[src/common/ooo_defines.svh]
// widths and depths for the out-of-order core
// PREG_W and ROB_W are not derived, keep them in step with
// PREG_NUM and ROB_DEPTH when resizing
// ROB_DEPTH must stay a power of two, its pointers wrap freely
`ifndef OOO_DEFINES_SVH
`define OOO_DEFINES_SVH

`define XLEN       32
`define AREG_W     5
`define PREG_NUM   48      // 32 architectural + 16 rename
`define PREG_W     6
`define ROB_DEPTH  8
`define ROB_W      3
`define RS_DEPTH   4
`define ZERO_REG   0

// only these two opcode groups are decoded
`define RV32_OP      7'b0110011
`define RV32_OP_IMM  7'b0010011

`endif

[src/common/cdb_if.sv]
// common data bus, one producer (the ALU) and many listeners
// valid is high for exactly one cycle per result
`timescale 1ns/10ps
`default_nettype none
`include "ooo_defines.svh"

interface cdb_if;
    logic               valid;
    logic [`PREG_W-1:0] preg;      // destination tag
    logic [`ROB_W-1:0]  rob_idx;
    logic [`XLEN-1:0]   value;

    modport src (output valid, output preg, output rob_idx, output value);
    modport dst (input valid, input preg, input rob_idx, input value);
endinterface

`default_nettype wire

[src/hdl/rob.sv]
// reorder buffer, retires strictly in program order
// commit_valid is combinational from a done head, one retire per cycle
// an x0 write carries preg 0 so nothing is freed at its commit
`timescale 1ns/10ps
`default_nettype none
`include "ooo_defines.svh"

module rob (
    input  logic                clock,
    input  logic                reset,
    input  logic                fire,
    input  logic [`AREG_W-1:0]  dest_areg,
    input  logic [`PREG_W-1:0]  new_preg,
    input  logic [`PREG_W-1:0]  old_preg,
    output logic [`ROB_W-1:0]   rob_tail,
    output logic                rob_full,
    cdb_if.dst                  cdb,
    output logic                commit_valid,
    output logic [`AREG_W-1:0]  commit_areg,
    output logic [`PREG_W-1:0]  commit_preg,
    output logic [`PREG_W-1:0]  prev_preg
);
    logic [`ROB_DEPTH-1:0] done;
    logic [`AREG_W-1:0]    areg_q [`ROB_DEPTH];
    logic [`PREG_W-1:0]    preg_q [`ROB_DEPTH];
    logic [`PREG_W-1:0]    prev_q [`ROB_DEPTH];
    logic [`ROB_W-1:0]     head;
    logic [`ROB_W:0]       count;

    assign rob_full     = count == (`ROB_W+1)'(`ROB_DEPTH);
    assign commit_valid = count != '0 && done[head];
    assign commit_areg  = areg_q[head];
    assign commit_preg  = preg_q[head];
    assign prev_preg    = prev_q[head];

    always_ff @(posedge clock) begin
        if (reset) begin
            head     <= '0;
            rob_tail <= '0;
            count    <= '0;
        end else begin
            if (fire)         rob_tail <= rob_tail + 1'b1;
            if (commit_valid) head     <= head + 1'b1;
            count <= count + (`ROB_W+1)'(fire) - (`ROB_W+1)'(commit_valid);
        end
    end

    // entry payload, only read under count
    always_ff @(posedge clock) begin
        if (cdb.valid) done[cdb.rob_idx] <= 1'b1;
        if (fire) begin
            done[rob_tail]   <= 1'b0;
            areg_q[rob_tail] <= dest_areg;
            preg_q[rob_tail] <= new_preg;
            prev_q[rob_tail] <= old_preg;
        end
    end

    // the head retires only after its broadcast is over
    assert property (@(posedge clock) disable iff (reset)
        commit_valid |-> !(cdb.valid && cdb.rob_idx == head))
        else $error("retire of ROB entry %0d before its result", head);

endmodule

`default_nettype wire

[src/flat_wrapper.sv]
// flat-port wrapper written by rule: the top's interface ports become plain ports
module rob_flat 
  (clock, reset, fire, dest_areg, new_preg, old_preg, rob_tail, rob_full, commit_valid, commit_areg, commit_preg, prev_preg, cdb_valid, cdb_preg, cdb_rob_idx, cdb_value);
  cdb_if cdb_i ();
  input  logic clock;
  input  logic reset;
  input  logic fire;
  input  logic [`AREG_W-1:0] dest_areg;
  input  logic [`PREG_W-1:0] new_preg;
  input  logic [`PREG_W-1:0] old_preg;
  output logic [`ROB_W-1:0] rob_tail;
  output logic rob_full;
  output logic commit_valid;
  output logic [`AREG_W-1:0] commit_areg;
  output logic [`PREG_W-1:0] commit_preg;
  output logic [`PREG_W-1:0] prev_preg;
  input wire logic [$bits(cdb_i.valid)-1:0] cdb_valid;
  input wire logic [$bits(cdb_i.preg)-1:0] cdb_preg;
  input wire logic [$bits(cdb_i.rob_idx)-1:0] cdb_rob_idx;
  input wire logic [$bits(cdb_i.value)-1:0] cdb_value;
  assign cdb_i.valid = cdb_valid;
  assign cdb_i.preg = cdb_preg;
  assign cdb_i.rob_idx = cdb_rob_idx;
  assign cdb_i.value = cdb_value;
  rob u_core (.clock(clock), .reset(reset), .fire(fire), .dest_areg(dest_areg), .new_preg(new_preg), .old_preg(old_preg), .rob_tail(rob_tail), .rob_full(rob_full), .cdb(cdb_i), .commit_valid(commit_valid), .commit_areg(commit_areg), .commit_preg(commit_preg), .prev_preg(prev_preg));
endmodule
[config.mk]
export PLATFORM = sky130hd
export DESIGN_NAME = rob_flat
export DESIGN_NICKNAME = d
export VERILOG_FILES = /design/src/common/cdb_if.sv /design/src/hdl/rob.sv /design/src/flat_wrapper.sv
export VERILOG_INCLUDE_DIRS = /design/src /design/src/common
export SDC_FILE = /design/constraint.sdc
export NUM_CORES = 1
export LEC_CHECK = 0
export BUFFER_PORTS_ARGS = -buffer_cell sky130_fd_sc_hd__buf_2
export CAP_MARGIN = 15
export CORE_UTILIZATION = 24
export DETAILED_ROUTE_END_ITERATION = 8
export PLACE_DENSITY = 0.49
export SLEW_MARGIN = 20
export SYNTH_ARGS = -nofsm -noshare
export SYNTH_HDL_FRONTEND = slang
export SYNTH_SLANG_ARGS = --single-unit
[constraint.sdc]
create_clock -name clock -period 2.8 [get_ports clock]
set_clock_uncertainty 0.2 [all_clocks]
set_input_delay 0.42 -clock clock [delete_from_list [all_inputs] [get_ports clock]]
set_output_delay 0.42 -clock clock [all_outputs]
set_load 0.05 [all_outputs]
==> impl_results.md, run 1 <==
* Critical Path RT at roughly 2.2 ns
* Multi-input gate area at 1560 sq um
* Area share of the largest cell type after synthesis at 0.669
* Clock network power share at 0.402
* Synth-to-layout area growth at 22.3%
* Avg Cell Area, Syn at between 15 and 20 sq um
* Vias in the first global route at ~3200
* Fillers at roughly 2400
* Global-route wire length before repair at ~19000 microns
* Sw frac at 0.251
* CP arrival at around 2.1 ns
* Achievable Freq at roughly 0.37 GHz
* Number of antenna violations at the first check in global routing at 1
* Tcrit/Tclk final at 0.967
* Slew headroom at 0.766
* Post-layout nets at approximately 450
* Setup CP Type: flip-flop to output pin
* Fin crit period at approximately 2.7 ns
* Synth cell types at 33
* Largest area contributor in the netlist: edfxtp_1
* Count leader, synth: edfxtp_1
* Drt drc at 0
* DR vias/cell at roughly 4.2
* Peak VDD IR at a little under 400 uV
* Post-Route Utilization at 0.303
* CP max FO at 26
* Antenna fix cells at 0
* Number of synthesized flops with an enable pin at ~140
* Top cells by count, synth: 136 x edfxtp_1, 34 x mux4_2, 21 x dfxtp_1, 21 x mux2_2, 21 x nor2_1
* FFs w/ async S/R, synth at 0
* Port buffer count at 45
* I/O pins at 84
* Sink Count at between 150 and 200
* Mapped Cells at between 300 and 400
* Final wirelength at about 12000 microns
* Final setup violating endpoints at 0
* Met3 WL at slightly below 700 microns
* Slew @ Worst Pin at roughly 0.35 ns
* Net Count, Synth at 380
* Clock Latency Late Sink at ~0.42 ns
* CTS tree: yes
* Met1 wire length at roughly 5500 microns
* Clk root buf: clkbuf_16
* Predominant post-synthesis flop cell: edfxtp_1
* Sequential area share after synthesis at 0.738
* Final cell count without fillers at between 700 and 800
* Die area at 26100 sq um
* TNS Setup at 0 ns
* Pwr dens at ~790 nW/um^2
* Final antenna-violating net count at 0
* CTS clk-pin slew, worst paths at ~0.06 ns
* CTS Hold Bufs at 0
* Seq pwr share at 0.457
* Top post-synthesis cells by area: edfxtp_1 67%, mux4_2 13%, dfxtp_1 6.9%
* Die X at between 150 and 200 microns
* Syn. warnings at 0
* Hpwl dp at between 7000 and 8000 microns
* Largest net degree at the start of global routing at 35
* Via count at 3016
* Status: finished clean
* Combinational power share at 0.140
* FF+latch area at between 4000 and 5000 sq um
* Routability cong. at 0.695
* Layout cells sized above 1 at 0.408
* First-pass iteration count of the detailed router at 4
* Total CTS buffers at 17
* Internal power at between 0.004 and 0.005 W
* DR top layer: met5
* Final Slew Violations at 0
* Gr ovfl total at 0
* Vert. Die Dim at around 160 microns
* Mapped Area at a little over 6000 sq um
* Hold Violations, Final at 0
* Number of placed instances, taps included at about 680
* Overall Global Routing Usage at 0.101
* Post-CTS resize count at 0
* Hold crit path type: input pin to flip-flop
* Initial core utilization at 0.248
* Switching power at approximately 0.0015 W
* RSZ-0062 raised after global routing: true
* Post-CTS setup buffers at 0
* Max Cap Viol at 0
* Core area at about 25000 sq um
* CP endpoint kind: output pin
* CTS Buffer Depth at 2
* Synth Register Bits at ~160
* Wire length on met2 at between 5000 and 6000 microns
* CTS H-tree depth at 4
* Row cnt at 57
* CP Launch Type: flip-flop
* DR WL/cell at ~17 microns
* Leak Pwr at about 2.4 nW
* Initial DRC count at 93
==> cell families (layout without fill, tap and decap cells) <==
family | after synthesis | in the layout | synth area share
muxes | 56 | 56 | 0.166
xor gates and xnor gates | 4 | 4 | 0.00574
DFF | 157 | 157 | 0.738
buffers and inverters | 14 | 96 | 0.0109
adders and majority gates | 8 | 8 | 0.0176
AOI/OAI and AO/OA | 25 | 25 | 0.0250
and+or+nand+nor | 46 | 46 | 0.0369
==> per-stage QoR <==
| step | worst slack [ns] | instance area [sq um] | hold WS [ns] | power [W] |
|---|---|---|---|---|
| 2_1_floorplan | 0.0600 | 6100 | 0.231 | 0.00335 |
| 3_3_place_gp | 0.302 | 6850 | 0.252 | 0.00357 |
| 3_5_place_dp | 0.269 | 6850 | 0.262 | 0.00358 |
| 4_1_cts | 0.0371 | 7460 | 0.0469 | 0.00597 |
| 5_1_grt | -0.0121 | 7460 | 0.0535 | 0.00613 |
| 6_report | 0.0924 | 7460 | 0.0693 | 0.00588 |
==> flip-flops by register name, indices dropped and copies added, names as in the netlist, named ones only <==
| register | cells |
|---|---|
| u_core.prev_q | 48 |
| u_core.rob_tail | 3 |
| u_core.head | 3 |
| u_core.areg_q | 40 |
| u_core.preg_q | 48 |
| u_core.count | 4 |
| u_core.done | 8 |
==> layer usage <==
metal	GRT usage	vias up
met3	0.0360	12
met5	0	-
li1	-	1389
met2	0.160	57
met1	0.127	1556
met4	0.0373	2
==> cell usage in the layout (no fill, tap or decap), types with 2 or more instances in the layout <==
cell and count:
clkinvlp_4 3, inv_1 3, buf_2 45, buf_4 14, or3_1 2, mux2_2 21, o21ai_0 5, o22ai_1 2
dfxtp_1 20, nor3_2 2, ha_1 7, nor2_2 6, nand2_1 5, inv_8 2, a21oi_1 10, xnor2_1 3
mux4_2 34, edfxtp_1 136, or2_2 2, clkinv_1 2, nor2_1 15, a31oi_1 4, bufinv_16 3, clkbuf_16 17
inv_6 4, nand2b_1 5, buf_12 2, nor2b_1 6
==> final cells by class <==
class / count / area share
Sequential cell: 157 / 0.604
Multi-Input combinational cell: 139 / 0.209
Clock buffer: 17 / 0.0570
Tap cell: 324 / 0.0543
Timing Repair Buffer: 61 / 0.0496
Clock inverter: 15 / 0.0250
Inverter: 3 / 0.00151
==> power by group through the flow <==
stage                     Combinational [W]  Sequential [W]  Clock, W
final                              0.000825         0.00269   0.00236
after CTS                          0.000848         0.00269   0.00243
after global routing               0.000907         0.00270   0.00252
after global placement             0.000834         0.00273         0
after floorplan                    0.000616         0.00273         0
after detailed placement           0.000845         0.00274         0
==> worst paths after layout <==
| check | from | end | slack (ns) | depth (start not counted) |
|---|---|---|---|---|
| setup / recovery | flip-flop | prev_preg[5] | 0.09 | 4 |
| hold / removal | dest_areg[3] | u_core.areg_q[6][3] | 0.07 | 1 |
| hold reg to reg | u_core.done[3] | u_core.done[3] | 0.28 | 2 |
| setup reg to reg | u_core.head[0] | u_core.count[3] | 0.29 | 8 |
==> worst max-delay path: stages, from the launching register on <==
cell     delay [ns]
dfxtp_2        0.35
buf_12         0.24
mux4_2         0.53
mux2_2         0.32
buf_2          0.22
Power figures use the tool's default switching activity.
==> inputs of run 2 (changes only) <==
- CORE_ASPECT_RATIO: unset -> 0.75
==> impl_results.md, run 2 (synthesized netlist as in run 1, its figures left out) <==
* Status: finished clean
* Pwr dens at 769 nW/um^2 (-2.3%)
* DR WL/cell at 17.1 microns (about the same)
* Sw frac at 0.254 (+0.00294)
* CTS clk-pin slew, worst paths at 0.06 ns (about the same)
* Fin worst setup slack at 0.0795 ns (-0.0129 ns)
* Hold Violations, Final at 0 (unchanged)
* Global-route wire length before repair at 19400 microns (+2.4%)
* TNS Setup at 0 ns (unchanged)
* Die area at 26100 sq um (about the same)
* CP endpoint kind: output pin
* Max Cap Viol at 0 (unchanged)
* Hold depth at 1 (unchanged)
* Leak Pwr at 2.46 nW (+1.7%)
* Post-layout nets at 457 (+1.8%)
* RR Endpoint: u_core.count[3]
* Commonest non-fill, non-tap cells in the layout: 136 x edfxtp_1, 45 x buf_2, 34 x mux4_2, 21 x mux2_2, 21 x buf_4
* Combinational power share at 0.145 (+0.005)
* Die X at 186 microns (+15%)
* Final wirelength at 12600 microns (+3.3%)
* Post-CTS resize count at 0 (unchanged)
* Vert. Die Dim at 140 microns (-13%)
* Initial core utilization at 0.245 (-0.00354)
* Commonest non-fill, non-tap cell in the layout: edfxtp_1
* CP arrival at 2.10 ns (about the same)
* Fillers at 2423 (+0.29%)
* Hold Crit Endpoint: u_core.areg_q[7][3]
* Number of antenna violations at the first check in global routing at 1 (unchanged)
* Critical R2R Launch: u_core.head[0]
* Routing usage on met3 at 0.0330 (-0.00293)
* CTS H-tree depth at 4 (unchanged)
* Placed Area at 6920 sq um (+1.0%)
* M2 GR Usage at 0.164 (+0.00430)
* DR vias/cell at 4.08 (-3.1%)
* Drt drc at 0 (unchanged)
* Hold crit path type: input pin to flip-flop
* CP Launch Type: flip-flop
* Place WS at 0.320 ns (+0.0509 ns)
* CTS Hold Bufs at 0 (unchanged)
* Fin crit period at 2.72 ns (+0.0129 ns)
* Via count at 3015 (-0.033%)
* Critical Path RT at 2.18 ns (about the same)
* Sink Count at 157 (unchanged)
* Core area at 25000 sq um (+1.4%)
* Synth-to-layout area growth at 23.5%
* Final Instance Area at 7530 sq um (+0.97%)
* Post-Route Utilization at 0.302 (-0.00143)
* CP max FO at 14 (-46%)
* Number of placed instances, taps included at 705 (+3.1%)
* Biggest regs: u_core.preg_q: 48 flops, u_core.prev_q: 48 flops, u_core.areg_q: 40 flops
* CTS Buffer Depth at 2 (unchanged)
* Most Crowded Layer GR: met2
* R2R setup slack at 0.31 ns (+0.02 ns)
* Hpwl dp at 7920 microns (+9.2%)
* Final setup violating endpoints at 0 (unchanged)
* Slew @ Worst Pin at 0.367 ns (+0.0159 ns)
* Initial DRC count at 135 (+45%)
* Post-CTS setup buffers at 0 (unchanged)
* Peak VDD IR at 417 uV (+5.6%)
* Routability cong. at 0.743 (+6.9%)
* Largest net degree at the start of global routing at 29 (-17%)
* Row cnt at 50 (-12%)
* Seq pwr share at 0.465 (+0.008)
* Overall Global Routing Usage at 0.105 (+0.00344)
* Clk root buf: clkbuf_16
* CTS tree: yes
* I/O pins at 84 (unchanged)
* Tcrit/Tclk final at 0.972 (+0.00461)
* Switching power at 0.00147 W (-0.24%)
* Clock network power share at 0.390 (-0.012)
* Total CTS buffers at 17 (unchanged)
* Internal power at 0.00432 W (-1.8%)
* Achievable Freq at 0.368 GHz (-0.47%)
* Reg2reg path depth at 8 (unchanged)
* First-pass iteration count of the detailed router at 6 (+2)
* Layout cells sized above 1 at 0.425 (+0.0168)
* Hold Path Origin: dest_areg[3]
* Final cell count without fillers at 739 (+3.2%)
* Final Slew Violations at 0 (unchanged)
* Clock Latency Late Sink at 0.42 ns (about the same)
* Vias in the first global route at 3255 (+2.0%)
* Gr ovfl total at 0 (unchanged)
* Slew headroom at 0.755 (-0.0106)
* Final antenna-violating net count at 0 (unchanged)
* GR Util met1 at 0.137 (+0.0102)
* Setup CP Type: flip-flop to output pin
* RSZ-0062 raised after global routing: false
* Port buffer count at 45 (unchanged)
[run 2: cell type report]
cell class	instances	area, sq um	area share
well taps	338	423	0.0561
diodes	1	2.50	0.000332
multi-input cells	139	1560	0.207
flip-flops and latches	157	4510	0.598
clock buffers	17	425	0.0565
repair buffers	69	448	0.0594
clock inverters	15	161	0.0214
inverters	3	11.3	0.00149
[run 2: power groups by stage]
stage / sequential, W / combinational [W] / clock (W)
finish: 0.00269 / 0.000842 / 0.00226
global route: 0.00270 / 0.000926 / 0.00243
CTS: 0.00269 / 0.000851 / 0.00233
detailed placement: 0.00274 / 0.000850 / 0
global placement: 0.00273 / 0.000841 / 0
floorplan: 0.00273 / 0.000616 / 0
[run 2: layer usage]
| metal | up-vias | share of wire |
|---|---|---|
| met1 | 1545 | 0.46 |
| met4 | 0 | 0.010 |
| met5 | - | 0 |
| li1 | 1411 | - |
| met3 | 10 | 0.042 |
| met2 | 49 | 0.49 |
[run 2: how the worst max path moves through the flow]
stage	from	end	slack, ns	cells past startpoint
after detailed placement	u_core.head[0]	u_core.count[3]	0.32	8
after global placement	u_core.head[0]	u_core.count[3]	0.30	8
after global routing	flip-flop	prev_preg[2]	0.001	4
after floorplan	u_core.rob_tail[2]	u_core.areg_q[4][0]	0.06	2
final	flip-flop	prev_preg[2]	0.08	4
after CTS	flip-flop	prev_preg[2]	0.02	4
[run 2: stage by stage]
stage,total power (W),hold WS (ns)
6_report,0.00580,0.0688
5_1_grt,0.00606,0.0483
4_1_cts,0.00587,0.0513
3_5_place_dp,0.00359,0.262
3_3_place_gp,0.00358,0.252
2_1_floorplan,0.00335,0.231
[run 2: critical path, cell delays in order, from the launching register on]
cell and delay (ns):
dfxtp_2 0.42, buf_12 0.20, mux4_2 0.52, mux2_2 0.31, buf_2 0.22
==> inputs of run 3 (changes only) <==
--- a/constraint.sdc
+++ b/constraint.sdc
@@ -4,2 +4,2 @@
 set_output_delay 0.42 -clock clock [all_outputs]
-set_load 0.05 [all_outputs]
+set_load 0.02 [all_outputs]
==> impl_results.md, run 3 (synthesized netlist as in run 1, its figures left out) <==
* Fillers at 2425 (+0.083%)
* Achievable Freq at 0.373 GHz (+1.5%)
* Max Cap Viol at 0 (unchanged)
* CP max FO at 28 (+14)
* Fin crit period at 2.68 ns (-0.0389 ns)
* Clk root buf: clkbuf_16
* R2R setup slack at 0.31 ns (about the same)
* FF+latch area at 4510 sq um (unchanged)
* I/O pins at 84 (unchanged)
* TNS Setup at 0 ns (unchanged)
* CTS H-tree depth at 4 (unchanged)
* Pwr dens at 754 nW/um^2 (-2.0%)
* Post-layout nets at 456 (-0.22%)
* Post-CTS resize count at 0 (unchanged)
* Multi-input gate area at 1560 sq um (unchanged)
* Tcrit/Tclk final at 0.958 (-0.0139)
* Setup CP Type: flip-flop to output pin
* Overall Global Routing Usage at 0.105 (unchanged)
* Initial core utilization at 0.245 (unchanged)
* CP endpoint kind: output pin
* Reg2reg path depth at 8 (unchanged)
* DR WL/cell at 16.9 microns (-0.89%)
* Largest net degree at the start of global routing at 29 (unchanged)
* Initial DRC count at 155 (+15%)
* Gr ovfl total at 0 (unchanged)
* Leak Pwr at 2.45 nW (-0.43%)
* Die area at 26100 sq um (unchanged)
* Hold slack at 0.0685 ns (-0.000325 ns)
* Hold crit path type: input pin to flip-flop
* RSZ-0062 raised after global routing: false
* Final antenna-violating net count at 0 (unchanged)
* Core area at 25000 sq um (unchanged)
* First-pass iteration count of the detailed router at 6 (unchanged)
* Number of antenna violations at the first check in global routing at 1 (unchanged)
* RR Endpoint: u_core.count[3]
* Via count at 3017 (+0.066%)
* Commonest non-fill, non-tap cells in the layout: 136 x edfxtp_1, 45 x buf_2, 34 x mux4_2, 21 x mux2_2, 21 x buf_4
* Port buffer count at 45 (unchanged)
* Commonest non-fill, non-tap cell in the layout: edfxtp_1
* Routability cong. at 0.743 (unchanged)
* Layout cells sized above 1 at 0.424 (-0.00144)
* Vert. Die Dim at 140 microns (unchanged)
* Drt drc at 0 (unchanged)
* Peak VDD IR at 412 uV (-1.3%)
* CTS Hold Bufs at 0 (unchanged)
* CP arrival at 2.06 ns (-0.04 ns)
* CTS clk-pin slew, worst paths at 0.06 ns (about the same)
* Hold Violations, Final at 0 (unchanged)
* CTS tree: yes
* Row cnt at 50 (unchanged)
* Status: finished clean
* Total CTS buffers at 17 (unchanged)
* Die X at 186 microns (unchanged)
* Final setup violating endpoints at 0 (unchanged)
* Global-route wire length before repair at 19400 microns (unchanged)
* DR vias/cell at 4.09 (+0.20%)
* Slew headroom at 0.762 (+0.00688)
* Critical Path RT at 2.18 ns (about the same)
* Hpwl dp at 7920 microns (unchanged)
* Post-CTS setup buffers at 0 (unchanged)
* Clock Latency Late Sink at 0.42 ns (about the same)
* Slew @ Worst Pin at 0.357 ns (-0.0103 ns)
* Sink Count at 157 (unchanged)
* Vias in the first global route at 3255 (unchanged)
* Synth-to-layout area growth at 23.0%
* Critical R2R Launch: u_core.head[0]
* CP Capture Point: prev_preg[2]
* CTS Buffer Depth at 2 (unchanged)
* Final Slew Violations at 0 (unchanged)
* Final wirelength at 12500 microns (-1.0%)
* CP Launch Type: flip-flop
* Biggest regs: u_core.preg_q: 48 flops, u_core.prev_q: 48 flops, u_core.areg_q: 40 flops
## run 3: cell types whose count changed in the layout (fill, tap and decap cells not counted)
cell / delta
clkbuf_16: -1
## run 3: worst max-delay path, cell delays in order, from the launching register on
cell and delay [ns]:
dfxtp_2 0.36, buf_12 0.26, mux4_2 0.54, mux2_2 0.31
buf_2 0.17
## run 3: per-stage QoR
step	cells	util	cell area [sq um]	power, W	worst slack (ns)
floorplan	310	-	6100	0.00323	0.310
global placement	705	0.277	6920	0.00345	0.298
detailed placement	705	0.277	6920	0.00347	0.320
CTS	737	0.301	7510	0.00575	0.0754
global route	737	0.301	7510	0.00592	0.0108
finish	738	0.301	7510	0.00566	0.118
## run 3: routing by layer
layer / GRT usage / share of wire / vias to the layer above
li1: - / - / 1409
met1: 0.137 / 0.45 / 1539
met2: 0.164 / 0.49 / 60
met3: 0.0330 / 0.051 / 9
met4: 0.0324 / 0.010 / 0
met5: 0 / 0 / -
## run 3: worst min-delay path by stage
| stage | startpoint | endpoint | depth (start not counted) |
|---|---|---|---|
| 2_1_floorplan | u_core.done[1] | u_core.done[1] | 2 |
| 3_3_place_gp | u_core.done[3] | u_core.done[3] | 2 |
| 3_5_place_dp | u_core.done[4] | u_core.done[4] | 2 |
| 4_1_cts | old_preg[4] | u_core.prev_q[3][4] | 1 |
| 5_1_grt | old_preg[4] | u_core.prev_q[3][4] | 1 |
| 6_report | old_preg[4] | u_core.prev_q[3][4] | 1 |
## run 3: power breakdown
group	switching [W]	leakage, nW	total (W)	internal (W)
Clock	0.000940	0.282	0.00227	0.00133
Sequential	0.0000484	1.41	0.00269	0.00264
Combinational	0.000363	0.761	0.000708	0.000345
## run 3: area by class of cell
cell class                 count  area share
clock buffer                  17      0.0566
sequential                   157       0.600
antenna                        1    0.000333
timing repair buffer          68      0.0563
clock inverter                15      0.0215
tap                          338      0.0563
multi-input combinational    139       0.207
inverter                       3     0.00150
