File: src/common/ooo_defines.svh
// widths and depths for the out-of-order core
// PREG_W and ROB_W are not derived, keep them in step with
// PREG_NUM and ROB_DEPTH when resizing
// ROB_DEPTH must stay a power of two, its pointers wrap freely
`ifndef OOO_DEFINES_SVH
`define OOO_DEFINES_SVH

`define XLEN       32
`define AREG_W     5
`define PREG_NUM   48      // 32 architectural + 16 rename
`define PREG_W     6
`define ROB_DEPTH  8
`define ROB_W      3
`define RS_DEPTH   4
`define ZERO_REG   0

// only these two opcode groups are decoded
`define RV32_OP      7'b0110011
`define RV32_OP_IMM  7'b0010011

`endif

File: src/common/ooo_pkg.sv
// shared types of the core
// inst_t is one raw word seen either as R-type or as I-type,
// the opcode decides which view is meaningful
`default_nettype none
`include "ooo_defines.svh"

package ooo_pkg;

    typedef struct packed {
        logic [6:0] funct7;
        logic [4:0] rs2;
        logic [4:0] rs1;
        logic [2:0] funct3;
        logic [4:0] rd;
        logic [6:0] opcode;
    } r_view_t;

    typedef struct packed {
        logic [11:0] imm12;
        logic [4:0]  rs1;
        logic [2:0]  funct3;
        logic [4:0]  rd;
        logic [6:0]  opcode;
    } i_view_t;

    typedef union packed {
        r_view_t r_view;    // OP
        i_view_t i_view;    // OP-IMM
    } inst_t;

    typedef enum logic [3:0] {
        ALU_ADD, ALU_SUB, ALU_SLL, ALU_SLT, ALU_SLTU,
        ALU_XOR, ALU_SRL, ALU_SRA, ALU_OR,  ALU_AND
    } alu_func_e;

    // one source operand as held in the station
    typedef struct packed {
        logic [`XLEN-1:0]   value;
        logic               ready;
        logic [`PREG_W-1:0] tag;    // producer preg while not ready
    } rs_operand_t;

    typedef struct packed {
        rs_operand_t        opa;
        rs_operand_t        opb;
        alu_func_e          func;
        logic [`PREG_W-1:0] dest_preg;
        logic [`ROB_W-1:0]  rob_idx;
    } rs_entry_t;

endpackage

`default_nettype wire

File: src/common/cdb_if.sv
// common data bus, one producer (the ALU) and many listeners
// valid is high for exactly one cycle per result
`timescale 1ns/10ps
`default_nettype none
`include "ooo_defines.svh"

interface cdb_if;
    logic               valid;
    logic [`PREG_W-1:0] preg;      // destination tag
    logic [`ROB_W-1:0]  rob_idx;
    logic [`XLEN-1:0]   value;

    modport src (output valid, output preg, output rob_idx, output value);
    modport dst (input valid, input preg, input rob_idx, input value);
endinterface

`default_nettype wire

File: src/issue/alu.sv
// single-cycle RV32I ALU, its output register is the CDB
// shifts use opb[4:0] only
`timescale 1ns/10ps
`default_nettype none
`include "ooo_defines.svh"

module alu import ooo_pkg::*; (
    input  logic        clock,
    input  logic        reset,
    input  logic        issue_valid,
    input  rs_entry_t   issue_entry,
    cdb_if.src          cdb
);
    logic [`XLEN-1:0] a, b, result;
    logic [4:0]       shamt;

    assign a     = issue_entry.opa.value;
    assign b     = issue_entry.opb.value;
    assign shamt = b[4:0];

    always_comb begin
        case (issue_entry.func)
            ALU_ADD:  result = a + b;
            ALU_SUB:  result = a - b;
            ALU_SLL:  result = a << shamt;
            ALU_SLT:  result = `XLEN'($signed(a) < $signed(b));
            ALU_SLTU: result = `XLEN'(a < b);
            ALU_XOR:  result = a ^ b;
            ALU_SRL:  result = a >> shamt;
            ALU_SRA:  result = $signed(a) >>> shamt;    // keeps the sign
            ALU_OR:   result = a | b;
            default:  result = a & b;                   // AND
        endcase
    end

    always_ff @(posedge clock) begin
        if (reset) cdb.valid <= 1'b0;
        else       cdb.valid <= issue_valid;   // one cycle per issue
    end

    always_ff @(posedge clock) begin
        cdb.preg    <= issue_entry.dest_preg;
        cdb.rob_idx <= issue_entry.rob_idx;
        cdb.value   <= result;
    end

endmodule

`default_nettype wire

File: src/flat_wrapper.sv
// flat-port wrapper written by rule: the top's interface ports become plain ports
module alu_flat import ooo_pkg::*;
  (clock, reset, issue_valid, issue_entry, cdb_valid, cdb_preg, cdb_rob_idx, cdb_value);
  cdb_if cdb_i ();
  input  logic clock;
  input  logic reset;
  input  logic issue_valid;
  input  rs_entry_t issue_entry;
  output wire logic [$bits(cdb_i.valid)-1:0] cdb_valid;
  output wire logic [$bits(cdb_i.preg)-1:0] cdb_preg;
  output wire logic [$bits(cdb_i.rob_idx)-1:0] cdb_rob_idx;
  output wire logic [$bits(cdb_i.value)-1:0] cdb_value;
  assign cdb_valid = cdb_i.valid;
  assign cdb_preg = cdb_i.preg;
  assign cdb_rob_idx = cdb_i.rob_idx;
  assign cdb_value = cdb_i.value;
  alu u_core (.clock(clock), .reset(reset), .issue_valid(issue_valid), .issue_entry(issue_entry), .cdb(cdb_i));
endmodule
File: config.mk
export PLATFORM = sky130hd
export DESIGN_NAME = alu_flat
export DESIGN_NICKNAME = d
export VERILOG_FILES = /design/src/common/ooo_pkg.sv /design/src/common/cdb_if.sv /design/src/issue/alu.sv /design/src/flat_wrapper.sv
export VERILOG_INCLUDE_DIRS = /design/src /design/src/common
export SDC_FILE = /design/constraint.sdc
export NUM_CORES = 1
export LEC_CHECK = 0
export BUFFER_PORTS_ARGS = -buffer_cell sky130_fd_sc_hd__buf_2
export CAP_MARGIN = 25
export CORE_MARGIN = 1.5
export CORE_UTILIZATION = 55
export CTS_CLUSTER_SIZE = 28
export DETAILED_ROUTE_END_ITERATION = 6
export PLACE_DENSITY = 0.8
export SYNTH_ARGS = -nofsm -noshare
export SYNTH_HDL_FRONTEND = slang
export SYNTH_SLANG_ARGS = --single-unit
File: constraint.sdc
create_clock -name clock -period 4.1 [get_ports clock]
set_input_delay 0.615 -clock clock [delete_from_list [all_inputs] [get_ports clock]]
set_output_delay 0.615 -clock clock [all_outputs]
set_load 0.05 [all_outputs]
==> metrics.txt, run 1 <==
# TYPE chip_impl_metric gauge
chip_impl_metric{name="cts.sink_count",unit=""} 42
chip_impl_metric{name="floorplan.die.width",unit="um"} 135
chip_impl_metric{name="max-clock-path-buffers",unit=""} 2
chip_impl_metric{name="dieArea",unit="mm2"} 0.0182
chip_impl_metric{name="layout_worst_path_cycle_share",unit=""} 0.928
chip_impl_metric{name="synth-edff-count",unit=""} 0
chip_impl_metric{name="power_per_cell_area",unit="mW/mm2"} 231
chip_impl_metric{name="layout.filler_cells",unit=""} 1611
chip_impl_metric{name="via_count",unit=""} 11400
chip_impl_metric{name="detail-route-antenna-nets",unit=""} 0
chip_impl_metric{name="io_buffers",unit=""} 121
chip_impl_info{name="run_status",value="complete, no violations"} 1
chip_impl_metric{name="first_pass_iters",unit=""} 6
chip_impl_metric{name="synth.lib_cells_used.distinct",unit=""} 89
chip_impl_metric{name="post_synthesis_register_bit_count",unit=""} 42
chip_impl_metric{name="flow.area_growth_from_synthesis",unit="%"} 11.1
chip_impl_metric{name="power_leakage",unit="nW"} 4.77
chip_impl_metric{name="multi_input_area",unit="mm2"} 0.00798
chip_impl_metric{name="first_iter_violations",unit=""} 1526
chip_impl_info{name="mostFrequentLayoutCells",value="sky130_fd_sc_hd__nor2_1, sky130_fd_sc_hd__a21oi_1, sky130_fd_sc_hd__buf_2"} 1
chip_impl_metric{name="syn-cell-area",unit="mm2"} 0.00957
chip_impl_metric{name="diodes",unit=""} 0
chip_impl_metric{name="maxCapViolations",unit=""} 0
chip_impl_metric{name="cts_made_buffers",unit=""} 5
chip_impl_metric{name="grt_first_pass_wirelength",unit="um"} 60100
chip_impl_metric{name="num_rows",unit=""} 48
chip_impl_info{name="tritoncts",value="yes"} 1
chip_impl_metric{name="clk_pin_slew",unit="ps"} 70
chip_impl_metric{name="post_route_minimum_period",unit="ps"} 3800
chip_impl_metric{name="global_route.overflow_total",unit=""} 0
chip_impl_metric{name="core-area",unit="mm2"} 0.0172
chip_impl_metric{name="post_cts_hold_buffer_count",unit=""} 0
chip_impl_metric{name="detail_route.vias_per_cell",unit=""} 6.93
chip_impl_metric{name="finalHoldViolCount",unit=""} 0
chip_impl_info{name="synth_top_flop_cell",value="sky130_fd_sc_hd__dfxtp_1"} 1
chip_impl_metric{name="die-height",unit="um"} 135
chip_impl_info{name="cp_endpoint_kind",value="flip-flop"} 1
chip_impl_info{name="final_common_cell",value="sky130_fd_sc_hd__nor2_1"} 1
chip_impl_info{name="setup.worst_path.start_class",value="input port"} 1
chip_impl_metric{name="final.setup.tns",unit="ps"} 0
chip_impl_metric{name="final-seq-area",unit="um2"} 841
chip_impl_metric{name="depth_of_the_cts_h_tree",unit=""} 2
chip_impl_metric{name="ys_seq_area_frac",unit=""} 0.0878
chip_impl_metric{name="placed_instance_area",unit="mm2"} 0.0105
chip_impl_metric{name="worst-path-max-fanout",unit=""} 7
chip_impl_info{name="grt_setup_unrepaired",value="no"} 1
chip_impl_metric{name="antenna_found_initial",unit=""} 2
chip_impl_metric{name="final_max_slew_viol_count",unit=""} 0
chip_impl_metric{name="floorplan.io_pins",unit=""} 136
chip_impl_metric{name="syn_area_per_cell",unit="um2"} 7.15
chip_impl_metric{name="nets",unit=""} 1615
chip_impl_metric{name="post_synth_inst_count",unit=""} 1339
chip_impl_metric{name="timing_worst_slew_pin_value",unit="ps"} 959
chip_impl_info{name="clockRootBuffer",value="sky130_fd_sc_hd__clkbuf_16"} 1
chip_impl_metric{name="vdd_drop_max",unit="V"} 0.000170
chip_impl_metric{name="detail_route.wirelength",unit="um"} 40800
chip_impl_metric{name="max_freq",unit="MHz"} 263
chip_impl_metric{name="grt_pass1_vias",unit=""} 10200
chip_impl_metric{name="synth-async-reset-ratio",unit=""} 0
chip_impl_metric{name="layout-drive-gt1-share",unit=""} 0.181
chip_impl_metric{name="post-dp-hpwl",unit="um"} 31300
chip_impl_metric{name="global_route.usage.total",unit=""} 0.434
chip_impl_info{name="hold_path_class",value="input port to flip-flop"} 1
chip_impl_info{name="criticalPathCategory",value="input port to flip-flop"} 1
chip_impl_metric{name="gp_routability_congestion",unit=""} 1.05
chip_impl_metric{name="detail_route.drc_violations",unit=""} 0
chip_impl_metric{name="slew_headroom",unit=""} 0.354
chip_impl_metric{name="worstPathRequired",unit="ps"} 4340
chip_impl_metric{name="grt_start_max_net_pins",unit=""} 88
chip_impl_metric{name="post_route_core_utilization",unit=""} 0.620
chip_impl_metric{name="design_area",unit="mm2"} 0.0106
chip_impl_metric{name="floorplan.initialDensity",unit=""} 0.557
chip_impl_metric{name="yosysWarningCount",unit=""} 0
chip_impl_metric{name="mappedNetlistNets",unit=""} 1532
chip_impl_metric{name="route.detailed.wl_per_inst",unit="um"} 24.7
chip_impl_metric{name="number_of_endpoints_failing_setup_at_the_final_stage",unit=""} 0
chip_impl_metric{name="arrival",unit="ps"} 4050
[worst paths after layout]
kind | start | endpoint | slack [ps] | cells after the start
worst min-delay path | issue_entry[5] | u_core.cdb.preg[2]$_DFF_P_ | 410 | 1
worst max-delay path | issue_entry[23] | u_core.cdb.value[0]$_DFF_P_ | 300 | 13
[synthesized netlist by cell type (all sizes together), types with 4 or more instances]
cell type	count	share of area
o21a	7	0.0055
a221oi	13	0.013
ha	97	0.13
a21oi	139	0.073
a211o	7	0.0064
buf	31	0.017
nor4	5	0.0033
or3	9	0.0059
a2111oi	10	0.012
o221ai	10	0.0091
nand3	20	0.010
a21boi	4	0.0031
nor2	147	0.058
o32a	4	0.0042
and2	9	0.0059
mux2i	69	0.072
o41ai	4	0.0037
o21ai	97	0.051
o2111ai	4	0.0037
mux2	17	0.020
o21bai	20	0.016
o22ai	18	0.012
o211ai	27	0.023
a211oi	30	0.025
dfxtp	42	0.088
mux4	33	0.078
o31ai	7	0.0055
xnor2	15	0.014
nand4	8	0.0052
nand2b	12	0.0078
a31oi	15	0.0098
nor2b	12	0.0078
clkbuf	67	0.026
nand2	113	0.044
a221o	9	0.0095
a21o	13	0.010
inv	97	0.038
nor3	33	0.017
[stage by stage]
| step | hold slack, ps | setup slack [ps] | total power, mW | instances |
|---|---|---|---|---|
| 4_1_cts | 408 | 427 | 2.41 | 1648 |
| 5_1_grt | 402 | 180 | 2.56 | 1648 |
| 3_5_place_dp | 719 | 167 | 1.96 | 1640 |
| 2_1_floorplan | 643 | 248 | 1.50 | 1339 |
| 6_report | 412 | 295 | 2.46 | 1648 |
| 3_3_place_gp | 717 | 112 | 1.96 | 1640 |
[routing by layer]
| layer | vias to the layer above | part of all wire | track usage |
|---|---|---|---|
| met5 | - | 0.00029 | 0 |
| met4 | 2 | 0.066 | 0.252 |
| met3 | 178 | 0.11 | 0.0773 |
| met2 | 823 | 0.44 | 0.684 |
| met1 | 5286 | 0.39 | 0.558 |
| li1 | 5128 | - | - |
[worst max-delay path: stages]
cell and delay, ps:
sky130_fd_sc_hd__buf_2 120, sky130_fd_sc_hd__clkinv_1 270, sky130_fd_sc_hd__ha_1 490, sky130_fd_sc_hd__nor2_1 90
sky130_fd_sc_hd__a2111oi_1 670, sky130_fd_sc_hd__nor2_1 220, sky130_fd_sc_hd__o211ai_2 330, sky130_fd_sc_hd__a31oi_1 240
sky130_fd_sc_hd__a21boi_0 210, sky130_fd_sc_hd__buf_4 150, sky130_fd_sc_hd__nor2b_1 60, sky130_fd_sc_hd__a31oi_1 360
sky130_fd_sc_hd__o32a_1 220
[final cells by class]
cell class	instances	share of cell area
sequential	42	0.0790
inverter	99	0.0349
multi-input combinational	1100	0.750
clock buffer	5	0.0118
tap	225	0.0265
timing repair buffer	174	0.0957
clock inverter	3	0.00247
[kinds of logic after synthesis]
logic type / count (synthesis) / share of synthesized area
AO/OA/AOI/OAI: 478 / 0.333
XOR/XNOR: 16 / 0.0146
adder cells (fa/ha/maj): 99 / 0.131
buffers and inverters: 197 / 0.0818
flip-flops: 42 / 0.0878
multiplexers: 119 / 0.170
AND/OR/NAND/NOR: 388 / 0.182
[report_power, final]
group	internal (mW)	leakage (nW)	total (mW)	switching [mW]
logic	0.522	4.34	1.55	1.03
registers	0.453	0.354	0.465	0.0113
clock network	0.234	0.0752	0.442	0.209
total	1.21	4.77	2.46	1.25
[what timing repair did]
item	4_1_cts	5_1_grt
setup endpoints to repair	0	1
gates resized for setup	0	1
buffers inserted	0	0
[flip-flops by register name, summed over array words and instances (netlist names)]
register	flops
u_core.cdb.rob_idx	3
u_core.cdb.value	32
u_core.cdb.preg	6
u_core.cdb.valid	1
Note: power is estimated with default switching activity, not from simulation.
==> run 2: changes to the inputs <==
--- a/config.mk
+++ b/config.mk
@@ -13,6 +13,7 @@
 export CTS_CLUSTER_SIZE = 28
 export DETAILED_ROUTE_END_ITERATION = 6
 export PLACE_DENSITY = 0.8
+export REMOVE_ABC_BUFFERS = 1
 export SYNTH_ARGS = -nofsm -noshare
 export SYNTH_HDL_FRONTEND = slang
 export SYNTH_SLANG_ARGS = --single-unit
==> metrics.txt, run 2 (synthesis results as in run 1) <==
# TYPE chip_impl_metric gauge
chip_impl_info{name="run_status",value="complete, no violations"} 1
chip_impl_info{name="setup.worst_path.start_class",value="input port"} 1
chip_impl_metric{name="max_freq",unit="MHz"} 269
chip_impl_metric{name="layout-drive-gt1-share",unit=""} 0.180
chip_impl_metric{name="post_cts_resize_count",unit=""} 0
chip_impl_metric{name="vdd_drop_max",unit="V"} 0.000163
chip_impl_metric{name="dieArea",unit="mm2"} 0.0182
chip_impl_metric{name="dpl_worst_slack",unit="ps"} 246
chip_impl_metric{name="arrival",unit="ps"} 3980
chip_impl_metric{name="global_route.overflow_total",unit=""} 0
chip_impl_metric{name="maxCapViolations",unit=""} 0
chip_impl_metric{name="antenna_found_initial",unit=""} 0
chip_impl_info{name="final_common_cell",value="sky130_fd_sc_hd__nor2_1"} 1
chip_impl_metric{name="detail_route.vias_per_cell",unit=""} 7.00
chip_impl_metric{name="global_route.usage.total",unit=""} 0.422
chip_impl_metric{name="io_buffers",unit=""} 121
chip_impl_metric{name="depth_of_the_cts_h_tree",unit=""} 2
chip_impl_metric{name="clk_pin_slew",unit="ps"} 70
chip_impl_metric{name="post_route_minimum_period",unit="ps"} 3720
chip_impl_metric{name="power_leakage",unit="nW"} 4.75
chip_impl_metric{name="floorplan.io_pins",unit=""} 136
chip_impl_info{name="worstHoldStart",value="issue_entry[1]"} 1
chip_impl_metric{name="grt_first_pass_wirelength",unit="um"} 59000
chip_impl_metric{name="cts.sink_count",unit=""} 42
chip_impl_metric{name="num_rows",unit=""} 48
chip_impl_metric{name="critPathMaxStageDelay",unit="ps"} 710
chip_impl_metric{name="flow.area_growth_from_synthesis",unit="%"} 10.8
chip_impl_metric{name="max-clock-path-buffers",unit=""} 2
chip_impl_metric{name="final_max_slew_viol_count",unit=""} 0
chip_impl_info{name="worstSetupStartpoint",value="issue_entry[72]"} 1
chip_impl_info{name="hold_path_class",value="input port to flip-flop"} 1
chip_impl_metric{name="floorplan.die.width",unit="um"} 135
chip_impl_metric{name="via_count",unit=""} 11500
chip_impl_info{name="grt_setup_unrepaired",value="no"} 1
chip_impl_metric{name="post_cts_hold_buffer_count",unit=""} 0
chip_impl_metric{name="slew_headroom",unit=""} 0.390
chip_impl_metric{name="final.setup.tns",unit="ps"} 0
chip_impl_info{name="cp_cell_sequence",value="buf_2 > inv_1 > ha_1 > inv_1 > a2111oi_1 > o211ai_1 > o211ai_2 > a31oi_1 > buf_4 > a21boi_0 > nor2b_1 > a31oi_1 > o32a_1"} 1
chip_impl_metric{name="route.detailed.wl_per_inst",unit="um"} 23.8
chip_impl_metric{name="detail_route.wirelength",unit="um"} 39100
chip_impl_metric{name="finalHoldViolCount",unit=""} 0
chip_impl_metric{name="cts_made_buffers",unit=""} 5
chip_impl_info{name="clockRootBuffer",value="sky130_fd_sc_hd__clkbuf_16"} 1
chip_impl_metric{name="layout_worst_path_cycle_share",unit=""} 0.908
chip_impl_info{name="holdPathEnd",value="u_core.cdb.rob_idx[1]$_DFF_P_"} 1
chip_impl_metric{name="post-dp-hpwl",unit="um"} 29400
chip_impl_info{name="cp_endpoint_kind",value="flip-flop"} 1
chip_impl_info{name="gate_family_responsible_for_the_most_delay_along_the_worst_path",value="compound AO/OA/AOI/OAI gates"} 1
chip_impl_info{name="tritoncts",value="yes"} 1
chip_impl_metric{name="worst-path-buf-inv",unit=""} 4
chip_impl_metric{name="first_iter_violations",unit=""} 1877
chip_impl_metric{name="largest_register_ff_count",unit=""} 32
chip_impl_info{name="timing.critical_path.slowest_stage_cell",value="sky130_fd_sc_hd__a2111oi_1"} 1
chip_impl_info{name="top_register",value="u_core.cdb.value"} 1
chip_impl_metric{name="worstPathRequired",unit="ps"} 4360
chip_impl_info{name="criticalPathCategory",value="input port to flip-flop"} 1
chip_impl_metric{name="timing_worst_slew_pin_value",unit="ps"} 909
chip_impl_metric{name="gp_routability_congestion",unit=""} 1.05
chip_impl_metric{name="grt_start_max_net_pins",unit=""} 75
chip_impl_metric{name="worst_slack",unit="ps"} 376
chip_impl_metric{name="worst-path-max-fanout",unit=""} 8
chip_impl_metric{name="detail-route-antenna-nets",unit=""} 0
chip_impl_metric{name="die-height",unit="um"} 135
chip_impl_metric{name="floorplan.initialDensity",unit=""} 0.557
chip_impl_metric{name="grt_pass1_vias",unit=""} 10400
chip_impl_metric{name="number_of_endpoints_failing_setup_at_the_final_stage",unit=""} 0
chip_impl_metric{name="nets",unit=""} 1613
chip_impl_metric{name="core-area",unit="mm2"} 0.0172
chip_impl_metric{name="diodes",unit=""} 0
chip_impl_metric{name="cts_setup_buffers",unit=""} 0
chip_impl_info{name="biggest_registers_after_layout",value="u_core.cdb.value: 32 flops, u_core.cdb.preg: 6 flops, u_core.cdb.rob_idx: 3 flops"} 1
chip_impl_metric{name="first_pass_iters",unit=""} 6
chip_impl_metric{name="detail_route.drc_violations",unit=""} 0
chip_impl_metric{name="power_per_cell_area",unit="mW/mm2"} 230
chip_impl_metric{name="hold_depth",unit=""} 1
chip_impl_info{name="mostFrequentLayoutCells",value="sky130_fd_sc_hd__nor2_1, sky130_fd_sc_hd__a21oi_1, sky130_fd_sc_hd__buf_2"} 1
## run 2: cell count changes in the layout (fill, tap and decap cells not counted)
cell	change
sky130_fd_sc_hd__buf_4	-1
sky130_fd_sc_hd__buf_12	-1
sky130_fd_sc_hd__clkinv_4	+1
sky130_fd_sc_hd__a2111oi_1	-1
sky130_fd_sc_hd__a2111oi_0	+1
sky130_fd_sc_hd__inv_6	-2
sky130_fd_sc_hd__clkinvlp_4	+1
## run 2: routing by layer
| metal | global-route usage | wire (um) | vias to the layer above |
|---|---|---|---|
| met2 | 0.631 | 16500 | 945 |
| met3 | 0.0961 | 5230 | 185 |
| li1 | - | - | 5107 |
| met5 | 0 | 0 | - |
| met4 | 0.224 | 2380 | 0 |
| met1 | 0.563 | 15000 | 5289 |
## run 2: how the worst max path moves through the flow
stage / to / depth (start not counted)
floorplan: u_core.cdb.value[20]$_DFF_P_ / 7
global placement: u_core.cdb.value[30]$_DFF_P_ / 13
detailed placement: u_core.cdb.value[30]$_DFF_P_ / 13
global route: u_core.cdb.value[27]$_DFF_P_ / 13
finish: u_core.cdb.value[0]$_DFF_P_ / 13
CTS: u_core.cdb.value[30]$_DFF_P_ / 13
## run 2: where the power goes
part / internal, mW / switching (mW)
Clock: 0.230 / 0.220
Sequential: 0.453 / 0.00912
Combinational: 0.517 / 1.01
Total: 1.20 / 1.24
## run 2: stage by stage
| stage | hold WS, ps | instance area (um2) | total power [mW] | util | instances |
|---|---|---|---|---|---|
| after detailed placement | 719 | 10500 | 1.94 | 0.609 | 1638 |
| after floorplan | 643 | 9160 | 1.44 | - | 1241 |
| after global routing | 400 | 10600 | 2.55 | 0.618 | 1646 |
| after global placement | 717 | 10500 | 1.93 | 0.609 | 1638 |
| after CTS | 400 | 10600 | 2.39 | 0.618 | 1646 |
| final | 402 | 10600 | 2.44 | 0.618 | 1646 |
## run 2: layout make-up
type / count / area (um2)
repair buffers: 172 / 991
well taps: 225 / 282
clock buffers: 5 / 125
clock inverters: 3 / 25.0
multi-input cells: 1100 / 7980
inverters: 99 / 372
flip-flops and latches: 42 / 841
fillers: 1622 / 6570
==> run 3: changes to the inputs <==
--- a/config.mk
+++ b/config.mk
@@ -10,10 +10,12 @@
 export CAP_MARGIN = 25
 export CORE_MARGIN = 1.5
 export CORE_UTILIZATION = 55
+export CTS_BUF_LIST = sky130_fd_sc_hd__clkbuf_16
 export CTS_CLUSTER_SIZE = 28
 export DETAILED_ROUTE_END_ITERATION = 6
 export PLACE_DENSITY = 0.8
 export REMOVE_ABC_BUFFERS = 1
+export SETUP_SLACK_MARGIN = 0.5
 export SYNTH_ARGS = -nofsm -noshare
 export SYNTH_HDL_FRONTEND = slang
 export SYNTH_SLANG_ARGS = --single-unit
==> metrics.txt, run 3 (synthesis results as in run 1) <==
# TYPE chip_impl_metric gauge
chip_impl_info{name="run_status",value="finished, violations left"} 1
chip_impl_info{name="failed_checks",value="design-rule violations"} 1
chip_impl_info{name="route.top_layer_used",value="met4"} 1
chip_impl_metric{name="power_report.internal_total",unit="mW"} 1.20
chip_impl_metric{name="clk_pin_slew",unit="ps"} 80
chip_impl_info{name="tritoncts",value="yes"} 1
chip_impl_metric{name="final_max_slew_viol_count",unit=""} 0
chip_impl_metric{name="layout.filler_cells",unit=""} 1617
chip_impl_metric{name="grt_start_max_net_pins",unit=""} 75
chip_impl_metric{name="io_buffers",unit=""} 121
chip_impl_metric{name="cts_made_buffers",unit=""} 5
chip_impl_metric{name="detail_route.vias_per_cell",unit=""} 7.00
chip_impl_metric{name="design_area",unit="mm2"} 0.0106
chip_impl_metric{name="first_pass_iters",unit=""} 7
chip_impl_metric{name="core-area",unit="mm2"} 0.0172
chip_impl_metric{name="first_iter_violations",unit=""} 1743
chip_impl_metric{name="arrival",unit="ps"} 3750
chip_impl_metric{name="route.layer.met1.wl",unit="um"} 15000
chip_impl_metric{name="floorplan.die.width",unit="um"} 135
chip_impl_metric{name="diodes",unit=""} 0
chip_impl_metric{name="gp_routability_congestion",unit=""} 1.05
chip_impl_metric{name="global_route.overflow_total",unit=""} 0
chip_impl_metric{name="global_route.usage.total",unit=""} 0.422
chip_impl_info{name="cp_cell_sequence",value="buf_2 > inv_1 > ha_1 > inv_1 > a2111oi_2 > o211ai_1 > o211ai_2 > a31oi_1 > buf_4 > a41oi_1 > xnor2_1 > a221oi_1 > o22ai_1"} 1
chip_impl_metric{name="detail-route-antenna-nets",unit=""} 0
chip_impl_metric{name="power_per_cell_area",unit="mW/mm2"} 230
chip_impl_metric{name="non_filler_instances",unit=""} 1647
chip_impl_metric{name="detail_route.wirelength",unit="um"} 39200
chip_impl_metric{name="layout-drive-gt1-share",unit=""} 0.184
chip_impl_metric{name="post_route_core_utilization",unit=""} 0.620
chip_impl_info{name="top_register",value="u_core.cdb.value"} 1
chip_impl_metric{name="final-seq-area",unit="um2"} 841
chip_impl_metric{name="detail_route.drc_violations",unit=""} 11
chip_impl_metric{name="route.detailed.wl_per_inst",unit="um"} 23.8
chip_impl_metric{name="maxCapViolations",unit=""} 0
chip_impl_info{name="clockRootBuffer",value="sky130_fd_sc_hd__clkbuf_16"} 1
chip_impl_metric{name="power_frac_comb",unit=""} 0.627
chip_impl_info{name="timing.critical_path.slowest_stage_cell",value="sky130_fd_sc_hd__a2111oi_2"} 1
chip_impl_metric{name="placed_cells",unit=""} 1638
chip_impl_metric{name="number_of_endpoints_failing_setup_at_the_final_stage",unit=""} 0
chip_impl_metric{name="netSwitchingFraction",unit=""} 0.507
chip_impl_metric{name="met2_length",unit="um"} 16400
chip_impl_metric{name="floorplan.io_pins",unit=""} 136
chip_impl_info{name="hold_path_class",value="input port to flip-flop"} 1
chip_impl_metric{name="worstPathRequired",unit="ps"} 4290
chip_impl_metric{name="max-clock-path-buffers",unit=""} 2
chip_impl_metric{name="post_route_minimum_period",unit="ps"} 3560
chip_impl_info{name="biggest_registers_after_layout",value="u_core.cdb.value: 32 flops, u_core.cdb.preg: 6 flops, u_core.cdb.rob_idx: 3 flops"} 1
chip_impl_metric{name="via_count",unit=""} 11500
chip_impl_info{name="setup.worst_path.start_class",value="input port"} 1
chip_impl_metric{name="critPathMaxStageDelay",unit="ps"} 530
chip_impl_metric{name="cts.sink_count",unit=""} 42
chip_impl_info{name="worstHoldStart",value="issue_entry[1]"} 1
chip_impl_metric{name="worst-path-max-fanout",unit=""} 8
chip_impl_metric{name="slew_headroom",unit=""} 0.426
chip_impl_metric{name="grt_first_pass_wirelength",unit="um"} 59000
chip_impl_metric{name="worst-path-buf-inv",unit=""} 4
chip_impl_metric{name="dr_wl_met3",unit="um"} 5210
chip_impl_metric{name="netSwitchingPower",unit="mW"} 1.24
chip_impl_metric{name="grt_pass1_vias",unit=""} 10400
chip_impl_info{name="grt_setup_unrepaired",value="yes"} 1
chip_impl_metric{name="power_frac_seq",unit=""} 0.189
chip_impl_metric{name="max_freq",unit="MHz"} 281
chip_impl_metric{name="hold_depth",unit=""} 1
chip_impl_metric{name="timing_worst_slew_pin_value",unit="ps"} 858
chip_impl_metric{name="largest_register_ff_count",unit=""} 32
chip_impl_info{name="crit_top_cell",value="sky130_fd_sc_hd__inv_1"} 1
chip_impl_metric{name="power_leakage",unit="nW"} 4.75
chip_impl_info{name="mostFrequentLayoutCells",value="sky130_fd_sc_hd__nor2_1, sky130_fd_sc_hd__a21oi_1, sky130_fd_sc_hd__buf_2"} 1
chip_impl_metric{name="finalHoldViolCount",unit=""} 0
chip_impl_info{name="cp_endpoint_kind",value="flip-flop"} 1
chip_impl_info{name="criticalPathCategory",value="input port to flip-flop"} 1
chip_impl_info{name="gate_family_responsible_for_the_most_delay_along_the_worst_path",value="compound AO/OA/AOI/OAI gates"} 1
chip_impl_metric{name="vdd_drop_max",unit="V"} 0.000164
chip_impl_metric{name="clkPwrFrac",unit=""} 0.184
chip_impl_info{name="final_common_cell",value="sky130_fd_sc_hd__nor2_1"} 1
chip_impl_metric{name="nets",unit=""} 1614
chip_impl_metric{name="final.setup.tns",unit="ps"} 0
chip_impl_info{name="holdPathEnd",value="u_core.cdb.rob_idx[1]$_DFF_P_"} 1
chip_impl_metric{name="floorplan.initialDensity",unit=""} 0.557
chip_impl_metric{name="depth_of_the_cts_h_tree",unit=""} 2
chip_impl_metric{name="flow.area_growth_from_synthesis",unit="%"} 11.1
chip_impl_metric{name="multi_input_area",unit="mm2"} 0.00800
chip_impl_metric{name="die-height",unit="um"} 135
chip_impl_metric{name="placed_instance_area",unit="mm2"} 0.0105
chip_impl_metric{name="layout_worst_path_cycle_share",unit=""} 0.868
chip_impl_metric{name="post-dp-hpwl",unit="um"} 29400
chip_impl_metric{name="dieArea",unit="mm2"} 0.0182
chip_impl_metric{name="num_rows",unit=""} 48
chip_impl_metric{name="antenna_found_initial",unit=""} 0
==> run 3: cell count changes in the layout (fill, tap and decap cells not counted), sizes merged <==
cell,delta
buf,+1
==> run 3: through the flow <==
stage	power, mW	hold slack [ps]	setup WS, ps
floorplan	1.44	643	69.7
global placement	1.93	717	327
detailed placement	1.94	719	246
CTS	2.39	400	567
global route	2.56	400	475
finish	2.44	403	540
==> run 3: repair_timing <==
item	4_1_cts	5_1_grt
setup buffers	0	1
resized for setup	0	5
hold buffers	0	0
endpoints found under the setup margin	0	10
==> run 3: power by group through the flow <==
stage,clock (mW),combinational (mW),sequential [mW]
after floorplan,0,0.798,0.637
after global placement,0,1.45,0.471
after detailed placement,0,1.47,0.472
after CTS,0.458,1.47,0.463
after global routing,0.472,1.62,0.467
final,0.449,1.53,0.462
==> run 3: per-layer routing <==
layer | GRT usage | vias up
li1 | - | 5119
met1 | 0.563 | 5298
met2 | 0.631 | 921
met3 | 0.0961 | 195
met4 | 0.224 | 0
met5 | 0 | -
==> run 3: cell type report <==
cell class	instances	area share
Clock buffer	5	0.0118
Clock inverter	3	0.00235
Inverter	99	0.0349
Multi-Input combinational cell	1100	0.752
Sequential cell	42	0.0790
Tap cell	225	0.0265
Timing Repair Buffer	173	0.0938
==> run 3: how the worst max path moves through the flow <==
stage,start,end,slack (ps),cells past startpoint
2_1_floorplan,issue_entry[10],u_core.cdb.value[20]$_DFF_P_,70,7
3_3_place_gp,issue_entry[62],u_core.cdb.value[30]$_DFF_P_,330,13
3_5_place_dp,issue_entry[63],u_core.cdb.value[30]$_DFF_P_,250,13
4_1_cts,issue_entry[63],u_core.cdb.value[30]$_DFF_P_,570,13
5_1_grt,issue_entry[63],u_core.cdb.value[17]$_DFF_P_,480,14
6_report,issue_entry[72],u_core.cdb.value[30]$_DFF_P_,540,13
